## src/bnn_regmap_pkg.sv

```systemverilog
package bnn_regmap_pkg;

    typedef logic [9:0]  addr_t;
    typedef logic [31:0] data_t;
    typedef logic [1:0]  resp_t;

    parameter resp_t RESP_OKAY   = 2'b00;
    parameter resp_t RESP_SLVERR = 2'b10;

    // control and status.
    parameter addr_t CTRL_OFS   = 10'h000; // bit 0 starts a run.
    parameter addr_t STATUS_OFS = 10'h004; // busy, done, prediction.

    // features, 8 per word, low feature first.
    parameter addr_t FEAT_OFS   = 10'h010;
    parameter int    FEAT_WORDS = 3;

    // class c weights at 8c, neurons 0-31 low word, rest high word.
    parameter addr_t CLASSW_OFS = 10'h040;

    // hidden neuron n at 8n: add mask plus polarity, then subtract mask.
    parameter addr_t HADD_OFS = 10'h100;
    parameter addr_t HSUB_OFS = 10'h104;

endpackage

```

## src/bnn_pkg.sv

```systemverilog
package bnn_pkg;

    // fixed by the register map.
    parameter int FEAT_CNT  = 19;
    parameter int FEAT_BITS = 4;

    // defaults for the top level.
    parameter int DEF_HIDDEN_CNT = 40;
    parameter int DEF_CLASS_CNT  = 3;

    // one unsigned input feature.
    typedef logic [FEAT_BITS-1:0] feature_t;

    // feature f sits in bits 4f and up.
    typedef logic [FEAT_CNT*FEAT_BITS-1:0] feat_vec_t;

    // one add or subtract mask, one bit per feature.
    typedef logic [FEAT_CNT-1:0] feat_mask_t;

    // hidden neuron sum, range is +/-285.
    typedef logic signed [9:0] acc_t;

    typedef logic [5:0] neuron_idx_t; // up to 64 neurons.
    typedef logic [1:0] class_idx_t;  // up to 4 classes.

    // popcount of matching hidden bits.
    typedef logic [6:0] score_t;

endpackage
```

## src/bnn_axil_slave.sv

```systemverilog
`timescale 1ns/100ps

module bnn_axil_slave (
    input  logic                  clk,
    input  logic                  reset,
    input  bnn_regmap_pkg::addr_t awaddr,
    input  logic                  awvalid,
    output logic                  awready,
    input  bnn_regmap_pkg::data_t wdata,
    input  logic                  wvalid,
    output logic                  wready,
    output bnn_regmap_pkg::resp_t bresp,
    output logic                  bvalid,
    input  logic                  bready,
    input  bnn_regmap_pkg::addr_t araddr,
    input  logic                  arvalid,
    output logic                  arready,
    output bnn_regmap_pkg::data_t rdata,
    output bnn_regmap_pkg::resp_t rresp,
    output logic                  rvalid,
    input  logic                  rready,
    input  logic                  busy,
    input  logic                  done,
    input  bnn_pkg::class_idx_t   prediction,
    input  bnn_regmap_pkg::data_t store_rdata,
    input  logic                  store_hit,
    output logic                  reg_we,
    output bnn_regmap_pkg::addr_t reg_addr,
    output bnn_regmap_pkg::data_t reg_wdata,
    output bnn_regmap_pkg::addr_t read_addr,
    output logic                  start
);
    import bnn_regmap_pkg::*;

    logic  aw_go, ar_go;
    logic  wr_acc, rd_acc;
    logic  ctrl_wr, status_wr;
    resp_t wr_resp, rd_resp;
    data_t rd_data, status_word;

    // a write wins when both channels ask in the same cycle.
    assign aw_go  = awvalid & wvalid & ~awready & ~bvalid;
    assign ar_go  = arvalid & ~arready & ~rvalid & ~aw_go;
    assign wr_acc = awready & awvalid & wvalid;
    assign rd_acc = arready & arvalid;

    // the store decodes one address at a time.
    assign read_addr = awready ? awaddr : araddr;
    assign reg_addr  = awaddr;
    assign reg_wdata = wdata;
    assign reg_we    = wr_acc & store_hit & ~busy; // no updates during a run.

    assign ctrl_wr     = (awaddr == CTRL_OFS);
    assign status_wr   = (awaddr == STATUS_OFS);
    assign status_word = {22'b0, prediction, 6'b0, done, busy};

    always_comb begin
        if (ctrl_wr)
            wr_resp = (wdata[0] && busy) ? RESP_SLVERR : RESP_OKAY;
        else if (status_wr)
            wr_resp = RESP_OKAY; // read-only, write dropped.
        else if (store_hit)
            wr_resp = busy ? RESP_SLVERR : RESP_OKAY;
        else
            wr_resp = RESP_SLVERR;
    end

    always_comb begin
        rd_resp = RESP_OKAY;
        rd_data = '0;
        if (araddr == STATUS_OFS)
            rd_data = status_word;
        else if (araddr != CTRL_OFS) begin
            if (store_hit)
                rd_data = store_rdata;
            else
                rd_resp = RESP_SLVERR;
        end
    end

    always_ff @(posedge clk) begin
        if (reset) begin
            awready <= 1'b0;
            wready  <= 1'b0;
            arready <= 1'b0;
            bvalid  <= 1'b0;
            rvalid  <= 1'b0;
            start   <= 1'b0;
        end else begin
            awready <= aw_go;
            wready  <= aw_go;
            arready <= ar_go;
            start   <= wr_acc & ctrl_wr & wdata[0] & ~busy; // one cycle pulse.
            if (wr_acc)
                bvalid <= 1'b1;
            else if (bready)
                bvalid <= 1'b0;
            if (rd_acc)
                rvalid <= 1'b1;
            else if (rready)
                rvalid <= 1'b0;
        end
    end

    // response payload, held until the master takes it.
    always_ff @(posedge clk) begin
        if (wr_acc)
            bresp <= wr_resp;
        if (rd_acc) begin
            rdata <= rd_data;
            rresp <= rd_resp;
        end
    end

endmodule

```

## config.mk

```make
export PLATFORM = sky130hd
export DESIGN_NAME = bnn_axil_slave
export DESIGN_NICKNAME = d
export VERILOG_FILES = /design/src/bnn_regmap_pkg.sv /design/src/bnn_pkg.sv /design/src/bnn_axil_slave.sv
export SDC_FILE = /design/constraint.sdc
export NUM_CORES = 1
export LEC_CHECK = 0
export BUFFER_PORTS_ARGS = -buffer_cell sky130_fd_sc_hd__buf_2
export CAP_MARGIN = 20
export CORE_UTILIZATION = 41
export CTS_BUF_LIST = sky130_fd_sc_hd__clkbuf_4
export CTS_CLUSTER_DIAMETER = 30
export CTS_CLUSTER_SIZE = 14
export DETAILED_ROUTE_END_ITERATION = 8
export GPL_TIMING_DRIVEN = 0
export PLACE_DENSITY = 0.87
export SYNTH_ARGS = -nofsm -noshare
export SYNTH_HDL_FRONTEND = slang
export SYNTH_SLANG_ARGS = --single-unit
```

## constraint.sdc

```tcl
create_clock -name clk -period 3.3 [get_ports clk]
set_input_delay 0.33 -clock clk [delete_from_list [all_inputs] [get_ports clk]]
set_output_delay 0.33 -clock clk [all_outputs]
set_load 0.01 [all_outputs]
```

==> results of run 1 <==
-- placed cells by master, fill, tap and decap left out, types with 3 or more instances in the layout --
master,n
buf_4,45
edfxtp_1,34
nor2_1,4
mux2_2,10
and2_1,5
and2_4,16
buf_2,158
inv_1,3
mux2i_1,4
nand3_1,3
and2_2,8
nand2_1,9
clkbuf_4,5
dfxtp_1,5
-- sequential cells by signal (all words and copies together) (netlist names) --
| register | flops |
|---|---|
| rdata | 32 |
| arready | 1 |
| bresp | 1 |
| bvalid | 1 |
| rresp | 1 |
| rvalid | 1 |
| start | 1 |
| wready | 1 |
-- critical path: cells and delay by family, from the launching register on --
kind	cells	cell delay, ns
flip-flops	1	0.44
buffers and inverters	2	0.42
multiplexers	1	0.37
-- cells in the mapped netlist, drive strengths merged --
library cell   n  area share
buf           48        0.17
edfxtp        34        0.49
and2          29        0.11
mux2          10       0.054
nand2          9       0.016
dfxtp          5       0.048
mux2i          4       0.019
nor2           4      0.0072
inv            3      0.0054
nand3          3      0.0072
nor3           3      0.0096
nor4           3       0.016
a21oi          2      0.0048
a31oi          2       0.013
nand2b         2      0.0060
a22o           1      0.0042
conb           1      0.0018
nand4          1      0.0030
nor4b          1      0.0042
o31a           1      0.0042
or4            1      0.0036
-- power by group --
group	total (uW)	leakage (uW)	internal, uW	switching, uW
clock	226	0.0000263	78.1	148
sequential	554	0.000354	551	3.97
combinational	224	0.00114	127	96.6
-- worst max-delay path by stage --
stage | startpoint | end | slack [ns] | depth (start not counted)
global placement | arvalid | rdata[27] | 1.41 | 2
finish | wready | read_addr[4] | 1.39 | 3
global route | wready | read_addr[4] | 1.28 | 3
detailed placement | arvalid | rdata[27] | 1.59 | 3
floorplan | arready | rdata[0] | 1.67 | 1
CTS | wready | read_addr[4] | 1.36 | 3
-- cell type report --
type,instances,share of cell area
Sequential cell,39,0.3695
Timing Repair Buffer,158,0.2639
Multi-Input combinational cell,78,0.1975
Buffer,48,0.1204
Tap cell,67,0.02763
Clock buffer,5,0.01237
Clock inverter,3,0.004948
Inverter,3,0.003711
-- logic make-up after synthesis --
| group | Yosys count |
|---|---|
| buf+inv | 51 |
| simple gates | 56 |
| mux | 14 |
| other cells | 1 |
| compound gates | 6 |
| flops | 39 |
-- per-layer routing --
layer,routed length [um],global-route usage,part of all wire,vias to the layer above
li1,-,-,-,859
met5,0,0,0,-
met2,2699,0.3344,0.52,102
met1,2000,0.2037,0.39,764
met4,63,0.06410,0.012,0
met3,391,0.04390,0.076,6
-- through the flow --
stage | util | worst slack (ns)
after floorplan | - | 1.667
after global placement | 0.6158 | 1.413
after detailed placement | 0.6190 | 1.590
after CTS | 0.6299 | 1.363
after global routing | 0.6299 | 1.284
final | 0.6299 | 1.392
==> flow_metrics.env, run 1 <==
export IMPL_fin_skew_ns=0.006931
export IMPL_htree_levels=2
export IMPL_antenna_cells=0
export IMPL_grt_ovfl_total=0
export IMPL_ys_warnings_count=0
export IMPL_antenna_found_initial=0
export IMPL_drtAntennaViolNets=0
export IMPL_yosys_area_share_simple=0.1835
export IMPL_vias_per_cell=4.317
export IMPL_die_h_um=73.45
export IMPL_grt_max_degree=21
export IMPL_first_pass_iters=5
export IMPL_layout_drive_gt1_share=0.7455
export IMPL_clock_root_buffer="clkbuf_4"
export IMPL_crit_slowest_cell="dfxtp_1"
export IMPL_path_clk_slew_ns=0.11
export IMPL_reg2reg_from="arready"
export IMPL_drv_slew=0
export IMPL_initial_core_util=0.4345
export IMPL_cp_max_fo=10
export IMPL_grt_util_all_layers=0.1821
export IMPL_multi_input_area_um2=599.3
export IMPL_worst_slew_pin_slew_ns=0.9366
export IMPL_clockBufferDepth=2
export IMPL_critical_path_arrival_ns=1.58
export IMPL_hold_depth=2
export IMPL_io_buffer_count=157
export IMPL_design_core_area_um2=4817
export IMPL_hold_path_endpoint="bvalid"
export IMPL_drt_first_iter_violations=49
export IMPL_syn_cell_area_um2=2093
export IMPL_leakage_uw=0.001519
export IMPL_hold_viol_final=0
export IMPL_cp_start_kind="flip-flop"
export IMPL_synth_top_family_by_area="simple AND/OR/NAND/NOR gates"
export IMPL_nNetsFinal=429
export IMPL_postCtsResizedCells=0
export IMPL_yosysSeqAreaShare=0.5356
export IMPL_clock_latency_ns=0.34
export IMPL_cts_setup_buffers=0
export IMPL_postPlaceCellArea_um2=2982
export IMPL_crit_chain="buf_2, mux2_2, buf_2"
export IMPL_synth_xor_area_frac=0
export IMPL_regArea_um2=1121
export IMPL_finalNonFillerCells=401
export IMPL_slew_headroom=0.3756
export IMPL_dp_cells=393
export IMPL_rows=25
export IMPL_final_area_um2=3034
export IMPL_r2r_setup_slack_ns=1.65
export IMPL_period_share=0.5782
export IMPL_cts_tree="yes"
export IMPL_n_fill_cell=408
export IMPL_cp_common_cell="buf_2"
export IMPL_ys_ff_latch=39
export IMPL_rsz0062_at_grt="no"
export IMPL_synth_compound_area_frac=0.02630
export IMPL_synth_mux_area_fraction=0.07292
export IMPL_finalSetupViolCount=0
export IMPL_routabilityCongestion=0.8324
export IMPL_crit_type="flip-flop to output port"
export IMPL_timing_rr_end="rdata[10]"
export IMPL_status="completed"
export IMPL_grt_pass1_vias=1566
export IMPL_cts_made_buffers=5
export IMPL_cts_hold_buffers=0
export IMPL_grt_pass1_wl_mm=7.169
export IMPL_synth_cell_types=28
export IMPL_synthCells=167
export IMPL_cpPeakStageDelay_ns=0.44
export IMPL_pwr_density_cell_nw_per_um2=330.8
export IMPL_fin_setup_tns_ns=0
export IMPL_worstPathRequired_ns=2.97
export IMPL_peakVddDrop_uv=121.9
export IMPL_hold_path_class="primary input to flip-flop"
export IMPL_drc=0
export IMPL_period_minus_slack_ns=1.908
export IMPL_area_delta_synth_final_pct=44.95
export IMPL_clkSinkCount=39
export IMPL_via_count=1731
export IMPL_worstHoldStart="reset"
export IMPL_cp_end_kind="output port"
export IMPL_worst_r2r_path_depth=2
export IMPL_die_x_um=73.45
export IMPL_fmax_mhz=524.1
export IMPL_wl_mm=5.155
export IMPL_pin_count=191
export IMPL_total_power_uw=1004
export IMPL_synth_fa_ha_area_frac=0
export IMPL_hold_ws_ns=0.1934
export IMPL_avgSynthCellArea_um2=12.53
export IMPL_dp_hpwl_mm=4.385
export IMPL_dieArea_um2=5395
export IMPL_maxCapViolations=0
export IMPL_avgRoutedWirePerCell_um=12.86
Note: power is estimated with default switching activity, not from simulation.
==> inputs of run 2 (changes only) <==
--- a/config.mk
+++ b/config.mk
@@ -5,15 +5,16 @@
 export SDC_FILE = /design/constraint.sdc
 export NUM_CORES = 1
 export LEC_CHECK = 0
+export ABC_AREA = 1
 export BUFFER_PORTS_ARGS = -buffer_cell sky130_fd_sc_hd__buf_2
 export CAP_MARGIN = 20
-export CORE_UTILIZATION = 41
+export CORE_UTILIZATION = 39
 export CTS_BUF_LIST = sky130_fd_sc_hd__clkbuf_4
 export CTS_CLUSTER_DIAMETER = 30
 export CTS_CLUSTER_SIZE = 14
 export DETAILED_ROUTE_END_ITERATION = 8
 export GPL_TIMING_DRIVEN = 0
-export PLACE_DENSITY = 0.87
+export PLACE_DENSITY = 0.83
 export SYNTH_ARGS = -nofsm -noshare
 export SYNTH_HDL_FRONTEND = slang
 export SYNTH_SLANG_ARGS = --single-unit
==> constraint.sdc (replaced) <==
create_clock -name clk -period 1.8 [get_ports clk]
set_input_delay 0.18 -clock clk [delete_from_list [all_inputs] [get_ports clk]]
set_output_delay 0.18 -clock clk [all_outputs]
set_load 0.01 [all_outputs]
==> run 2 against run 1 <==
Effect of this change: non-clock buffer count grew 1; critical path depth is 1 higher; utilization fell by 2.9 points; register-to-register slack got worse by 1.1 ns; via count rose by 17%; clock-buffer cell count did not move; synthesized cell count increased by 43%; clock power grew to 2.6 times the previous value; combinational power up 82%; critical path type unchanged.
==> flow_metrics.env, run 2 <==
export IMPL_clkSinkCount=39
export IMPL_avgSynthCellArea_um2=8.879
export IMPL_pwr_density_cell_nw_per_um2=645.1
export IMPL_layout_drive_gt1_share=0.5407
export IMPL_worstPathRequired_ns=1.62
export IMPL_die_h_um=75.77
export IMPL_synth_common_cells="45 x buf_4, 43 x inv_1, 42 x nor2_1"
export IMPL_cp_end_kind="output port"
export IMPL_netlist_top_cells_area="edfxtp_1 48%, buf_4 16%, inv_1 7.6%"
export IMPL_ys_warnings_count=0
export IMPL_fin_ws_ns=0.2068
export IMPL_regArea_um2=1121
export IMPL_routabilityCongestion=0.8361
export IMPL_htree_levels=2
export IMPL_ys_ff_latch=39
export IMPL_cp_max_fo=10
export IMPL_swShare=0.2459
export IMPL_hold_path_class="primary input to flip-flop"
export IMPL_via_count=2027
export IMPL_status="completed"
export IMPL_pin_count=191
export IMPL_synthFlopType="edfxtp_1"
export IMPL_period_share=0.8851
export IMPL_switchingPower_uw=492.5
export IMPL_maxCapViolations=0
export IMPL_synth_edff_count=34
export IMPL_multi_input_area_um2=470.5
export IMPL_cp_start_kind="flip-flop"
export IMPL_power_frac_seq=0.507
export IMPL_fin_setup_tns_ns=0
export IMPL_dp_hpwl_mm=4.838
export IMPL_critical_path_arrival_ns=1.41
export IMPL_mostFrequentLayoutCells="157 x buf_2, 45 x buf_4, 43 x inv_1"
export IMPL_area_delta_synth_final_pct=46.34
export IMPL_drt_first_iter_violations=69
export IMPL_yosysTopAreaCellShare=0.4811
export IMPL_initial_core_util=0.4103
export IMPL_power_frac_comb=0.204
export IMPL_synthCells=239
export IMPL_leakage_uw=0.001729
export IMPL_avgRoutedWirePerCell_um=11.85
export IMPL_first_pass_iters=4
export IMPL_grt_util_all_layers=0.1926
export IMPL_n_fill_cell=460
export IMPL_grt_ovfl_total=0
export IMPL_rows=26
export IMPL_crit_type="flip-flop to output port"
export IMPL_path_clk_slew_ns=0.12
export IMPL_cts_setup_buffers=0
export IMPL_yosysMostFrequentCell="buf_4"
export IMPL_peakVddDrop_uv=286.3
export IMPL_fin_skew_ns=0.01210
export IMPL_clockBufferDepth=2
export IMPL_clock_root_buffer="clkbuf_4"
export IMPL_final_common_cell="buf_2"
export IMPL_cts_tree="yes"
export IMPL_antenna_cells=0
export IMPL_power_frac_clock=0.289
export IMPL_vias_per_cell=4.267
export IMPL_cts_hold_buffers=0
export IMPL_die_x_um=75.77
export IMPL_syn_cell_area_um2=2122
export IMPL_grt_max_degree=28
export IMPL_design_core_area_um2=5172
export IMPL_grt_pass1_vias=1791
export IMPL_nNetsFinal=500
export IMPL_period_minus_slack_ns=1.593
export IMPL_wl_mm=5.631
export IMPL_clock_latency_ns=0.34
export IMPL_async_flop_share=0
export IMPL_drc=0
export IMPL_io_buffer_count=156
export IMPL_fmax_mhz=627.7
export IMPL_cts_made_buffers=5
export IMPL_regMostFlops="rdata"
export IMPL_drtAntennaViolNets=0
export IMPL_finalSetupViolCount=0
export IMPL_yosysSeqAreaShare=0.5283
export IMPL_antenna_found_initial=0
export IMPL_rsz0062_at_grt="no"
export IMPL_yosys_area_top_type="edfxtp_1"
export IMPL_synth_cell_types=20
export IMPL_grt_pass1_wl_mm=8.031
export IMPL_largest_reg_flops=32
export IMPL_hold_viol_final=0
export IMPL_drv_slew=0
export IMPL_pre_cts_ws_ns=0.3760
export IMPL_intPower_uw=1511
export IMPL_dieArea_um2=5740
==> run 2: cell types whose count changed in the layout (fill, tap and decap cells not counted), sizes merged, moves of 8 or more <==
cell	previous run	this run
and2	29	0
inv	3	43
nor2	4	43
mux2	10	0
nand2	9	38
nand3	3	11
==> run 2: layer usage <==
layer / track usage / vias up / share of wire
li1: - / 1019 / -
met1: 0.2107 / 880 / 0.37
met2: 0.3638 / 123 / 0.53
met3: 0.04762 / 5 / 0.088
met4: 0.05761 / 0 / 0.0089
met5: 0 / - / 0
==> run 2: per-stage QoR <==
step | cell area (um^2) | utilization | power (uW) | instances | hold WS, ns
after floorplan | 2126 | - | 1256 | 240 | 0.2491
after global placement | 2994 | 0.5789 | 1434 | 466 | 0.3923
after detailed placement | 3022 | 0.5842 | 1446 | 467 | 0.4003
after CTS | 3103 | 0.5999 | 2025 | 475 | 0.02294
after global routing | 3105 | 0.6004 | 2103 | 475 | 0.01923
final | 3105 | 0.6004 | 2003 | 475 | 0.03654
==> run 2: layout make-up <==
| cell class | instances | share of cell area |
|---|---|---|
| plain buffers | 50 | 0.1209 |
| multi-input cells | 108 | 0.1515 |
| clock buffers | 5 | 0.01209 |
| repair buffers | 157 | 0.2603 |
| flip-flops and latches | 39 | 0.3610 |
| clock inverters | 3 | 0.01410 |
| well taps | 70 | 0.02820 |
| inverters | 43 | 0.05197 |
==> run 2: path summary, 6_finish.rpt <==
check                             start            to  slack [ns]  depth (start not counted)
worst min register to register   rvalid        rvalid        0.49                          2
worst max-delay path             wready  read_addr[0]        0.21                          4
worst min-delay path              reset        rvalid        0.04                          2
worst max register to register  arready     rdata[23]        0.53                          3
==> run 2: worst max-delay path: stages, from the launching register on <==
cell and delay [ns]:
dfxtp_1 0.44, inv_1 0.08, clkbuf_2 0.20, o21ai_0 0.20, buf_2 0.16
==> run 2: power by group through the flow <==
| stage | combinational (uW) | clock [uW] | sequential (uW) |
|---|---|---|---|
| CTS | 412 | 597 | 1020 |
| global route | 452 | 632 | 1020 |
| floorplan | 206 | 0 | 1050 |
| detailed placement | 409 | 0 | 1040 |
| global placement | 397 | 0 | 1040 |
| finish | 408 | 579 | 1020 |
==> run 2: kinds of logic (layout without fill, tap and decap cells) <==
kind of cell | Yosys count | after routing | synth area share
flip-flops | 39 | 39 | 0.5283
other | 1 | 2 | 0.001767
AO/OA/AOI/OAI | 9 | 9 | 0.02122
buffers and inverters | 93 | 258 | 0.2518
AND/OR/NAND/NOR | 97 | 97 | 0.1969
==> run 2: repair_timing <==
action	4_1_cts	5_1_grt
setup endpoints to repair	0	3
resized for setup	0	4
endpoints found under the hold margin	0	0
==> inputs of run 3 (changes only) <==
--- a/config.mk
+++ b/config.mk
@@ -5,16 +5,16 @@
 export SDC_FILE = /design/constraint.sdc
 export NUM_CORES = 1
 export LEC_CHECK = 0
-export ABC_AREA = 1
+export ABC_CLOCK_PERIOD_IN_PS = 1800
 export BUFFER_PORTS_ARGS = -buffer_cell sky130_fd_sc_hd__buf_2
 export CAP_MARGIN = 20
-export CORE_UTILIZATION = 39
+export CORE_UTILIZATION = 38
 export CTS_BUF_LIST = sky130_fd_sc_hd__clkbuf_4
 export CTS_CLUSTER_DIAMETER = 30
 export CTS_CLUSTER_SIZE = 14
 export DETAILED_ROUTE_END_ITERATION = 8
 export GPL_TIMING_DRIVEN = 0
-export PLACE_DENSITY = 0.83
+export PLACE_DENSITY = 0.82
 export SYNTH_ARGS = -nofsm -noshare
 export SYNTH_HDL_FRONTEND = slang
 export SYNTH_SLANG_ARGS = --single-unit
==> run 3 against run 2 <==
Effect of this change: global-route usage down 1.9 points; wire length decreased by 13%; setup slack worse by 0.046 ns; clock-buffer cell count increased by 1; combinational power barely moved; clock skew shrank 0.0043 ns; final cell count down 15%; via count fell by 14%; hold slack improved by 0.016 ns; clock power up 25%; sequential share of layout area about the same; sequential cell count is the same; critical path type unchanged; critical endpoint is now read_addr[5]; largest cell class unchanged.
==> flow_metrics.env, run 3 (synthesized netlist as in run 1, its figures left out) <==
export IMPL_postPlaceCellArea_um2=2998
export IMPL_mostFrequentLayoutCells="157 x buf_2, 45 x buf_4, 34 x edfxtp_1"
export IMPL_regMostFlops="rdata"
export IMPL_die_h_um=76.22
export IMPL_slew_headroom=0.4872
export IMPL_rsz0062_at_grt="no"
export IMPL_dp_hpwl_mm=4.231
export IMPL_fin_ws_ns=0.1612
export IMPL_cp_end_kind="output port"
export IMPL_critical_path_arrival_ns=1.46
export IMPL_cp_max_fo=10
export IMPL_hold_path_class="primary input to flip-flop"
export IMPL_worst_slew_pin_slew_ns=0.7692
export IMPL_fin_skew_ns=0.007757
export IMPL_cts_setup_buffers=0
export IMPL_power_frac_seq=0.474
export IMPL_leakage_uw=0.001553
export IMPL_dieArea_um2=5809
export IMPL_vias_per_cell=4.317
export IMPL_reg2reg_from="arready"
export IMPL_drtAntennaViolNets=0
export IMPL_largest_reg_flops=32
export IMPL_io_buffer_count=157
export IMPL_via_count=1744
export IMPL_antenna_cells=0
export IMPL_area_delta_synth_final_pct=48.42
export IMPL_htree_levels=2
export IMPL_avgRoutedWirePerCell_um=12.18
export IMPL_peakVddDrop_uv=321.1
export IMPL_pwr_density_cell_nw_per_um2=690.8
export IMPL_finalSetupViolCount=0
export IMPL_layout_drive_gt1_share=0.7545
export IMPL_first_pass_iters=4
export IMPL_n_fill_cell=439
export IMPL_antenna_found_initial=0
export IMPL_drt_first_iter_violations=30
export IMPL_final_core_util=0.5969
export IMPL_total_power_uw=2146
export IMPL_final_common_cell="buf_2"
export IMPL_grt_pass1_wl_mm=7.969
export IMPL_maxCapViolations=0
export IMPL_grt_max_degree=21
export IMPL_clock_latency_ns=0.34
export IMPL_clockBufferDepth=2
export IMPL_drc=0
export IMPL_hold_viol_final=0
export IMPL_path_clk_slew_ns=0.11
export IMPL_status="completed"
export IMPL_nNetsFinal=429
export IMPL_worstPathRequired_ns=1.62
export IMPL_rows=26
export IMPL_grt_ovfl_total=0
export IMPL_grt_pass1_vias=1721
export IMPL_cp_start_kind="flip-flop"
export IMPL_drv_slew=0
export IMPL_pin_count=191
export IMPL_design_core_area_um2=5205
export IMPL_hold_ws_ns=0.05261
export IMPL_power_frac_comb=0.191
export IMPL_final_area_um2=3107
export IMPL_cts_tree="yes"
export IMPL_initial_core_util=0.4022
export IMPL_power_frac_clock=0.336
export IMPL_crit_type="flip-flop to output port"
export IMPL_wl_mm=4.922
export IMPL_intPower_uw=1693
export IMPL_swShare=0.2111
export IMPL_pre_cts_ws_ns=0.2788
export IMPL_period_share=0.9105
export IMPL_clock_root_buffer="clkbuf_4"
export IMPL_period_minus_slack_ns=1.639
export IMPL_startpoint="wready"
export IMPL_routabilityCongestion=0.7021
export IMPL_fmax_mhz=610.2
export IMPL_cts_made_buffers=5
export IMPL_clkSinkCount=39
export IMPL_grt_util_all_layers=0.1735
export IMPL_die_x_um=76.22
export IMPL_switchingPower_uw=452.9
export IMPL_worstHoldStart="reset"
[run 3: cell types whose count changed in the layout (fill, tap and decap cells not counted), sizes merged, moves of 2 or more]
cell / change
nand2b: +2
o21ai: -6
and2: +29
mux2i: +4
inv: -40
nor4: +2
nand3: -8
a31oi: +2
clkinv: -2
nand2: -29
mux2: +10
nor2: -39
[run 3: power by group through the flow]
stage                     clock network [uW]  logic, uW  registers (uW)
after global routing                     765        446            1020
after detailed placement                   0        412            1040
after global placement                     0        401            1040
after CTS                                738        414            1020
after floorplan                            0        212            1050
final                                    721        409            1020
[run 3: worst max-delay path, stage by stage (launching register included)]
cell	delay [ns]
dfxtp_2	0.41
clkbuf_4	0.24
mux2_2	0.34
buf_2	0.14
[run 3: cell type report]
type                    instances  area (um^2)  area share
clock buffers                   6        45.04     0.01450
repair buffers                158        813.3      0.2618
clock inverters                 2        60.06     0.01933
inverters                       3        11.26    0.003625
well taps                      70        87.58     0.02819
flip-flops and latches         39         1122      0.3613
multi-input cells              78        599.3      0.1929
plain buffers                  48        367.9      0.1184
[run 3: what timing repair did]
| item | 4_1_cts | 5_1_grt |
|---|---|---|
| resized for setup | 0 | 2 |
| hold buffers | 0 | 0 |
| endpoints found under the setup margin | 0 | 8 |
[run 3: final timing paths]
path | end | slack, ns | cells past startpoint
min | bvalid | 0.05 | 2
max reg2reg | rdata[14] | 0.29 | 2
max | read_addr[5] | 0.16 | 3
min reg2reg | wready | 0.49 | 1
[run 3: routing by layer]
layer	track usage	wire length [um]
met2	0.3306	2609
met5	0	0
met3	0.04551	380
met4	0.06346	78
met1	0.1802	1854
[run 3: through the flow]
stage          TNS (ns)  cells
2_1_floorplan         0    168
3_3_place_gp     -2.158    395
3_5_place_dp          0    396
4_1_cts               0    404
5_1_grt               0    404
6_report              0    404
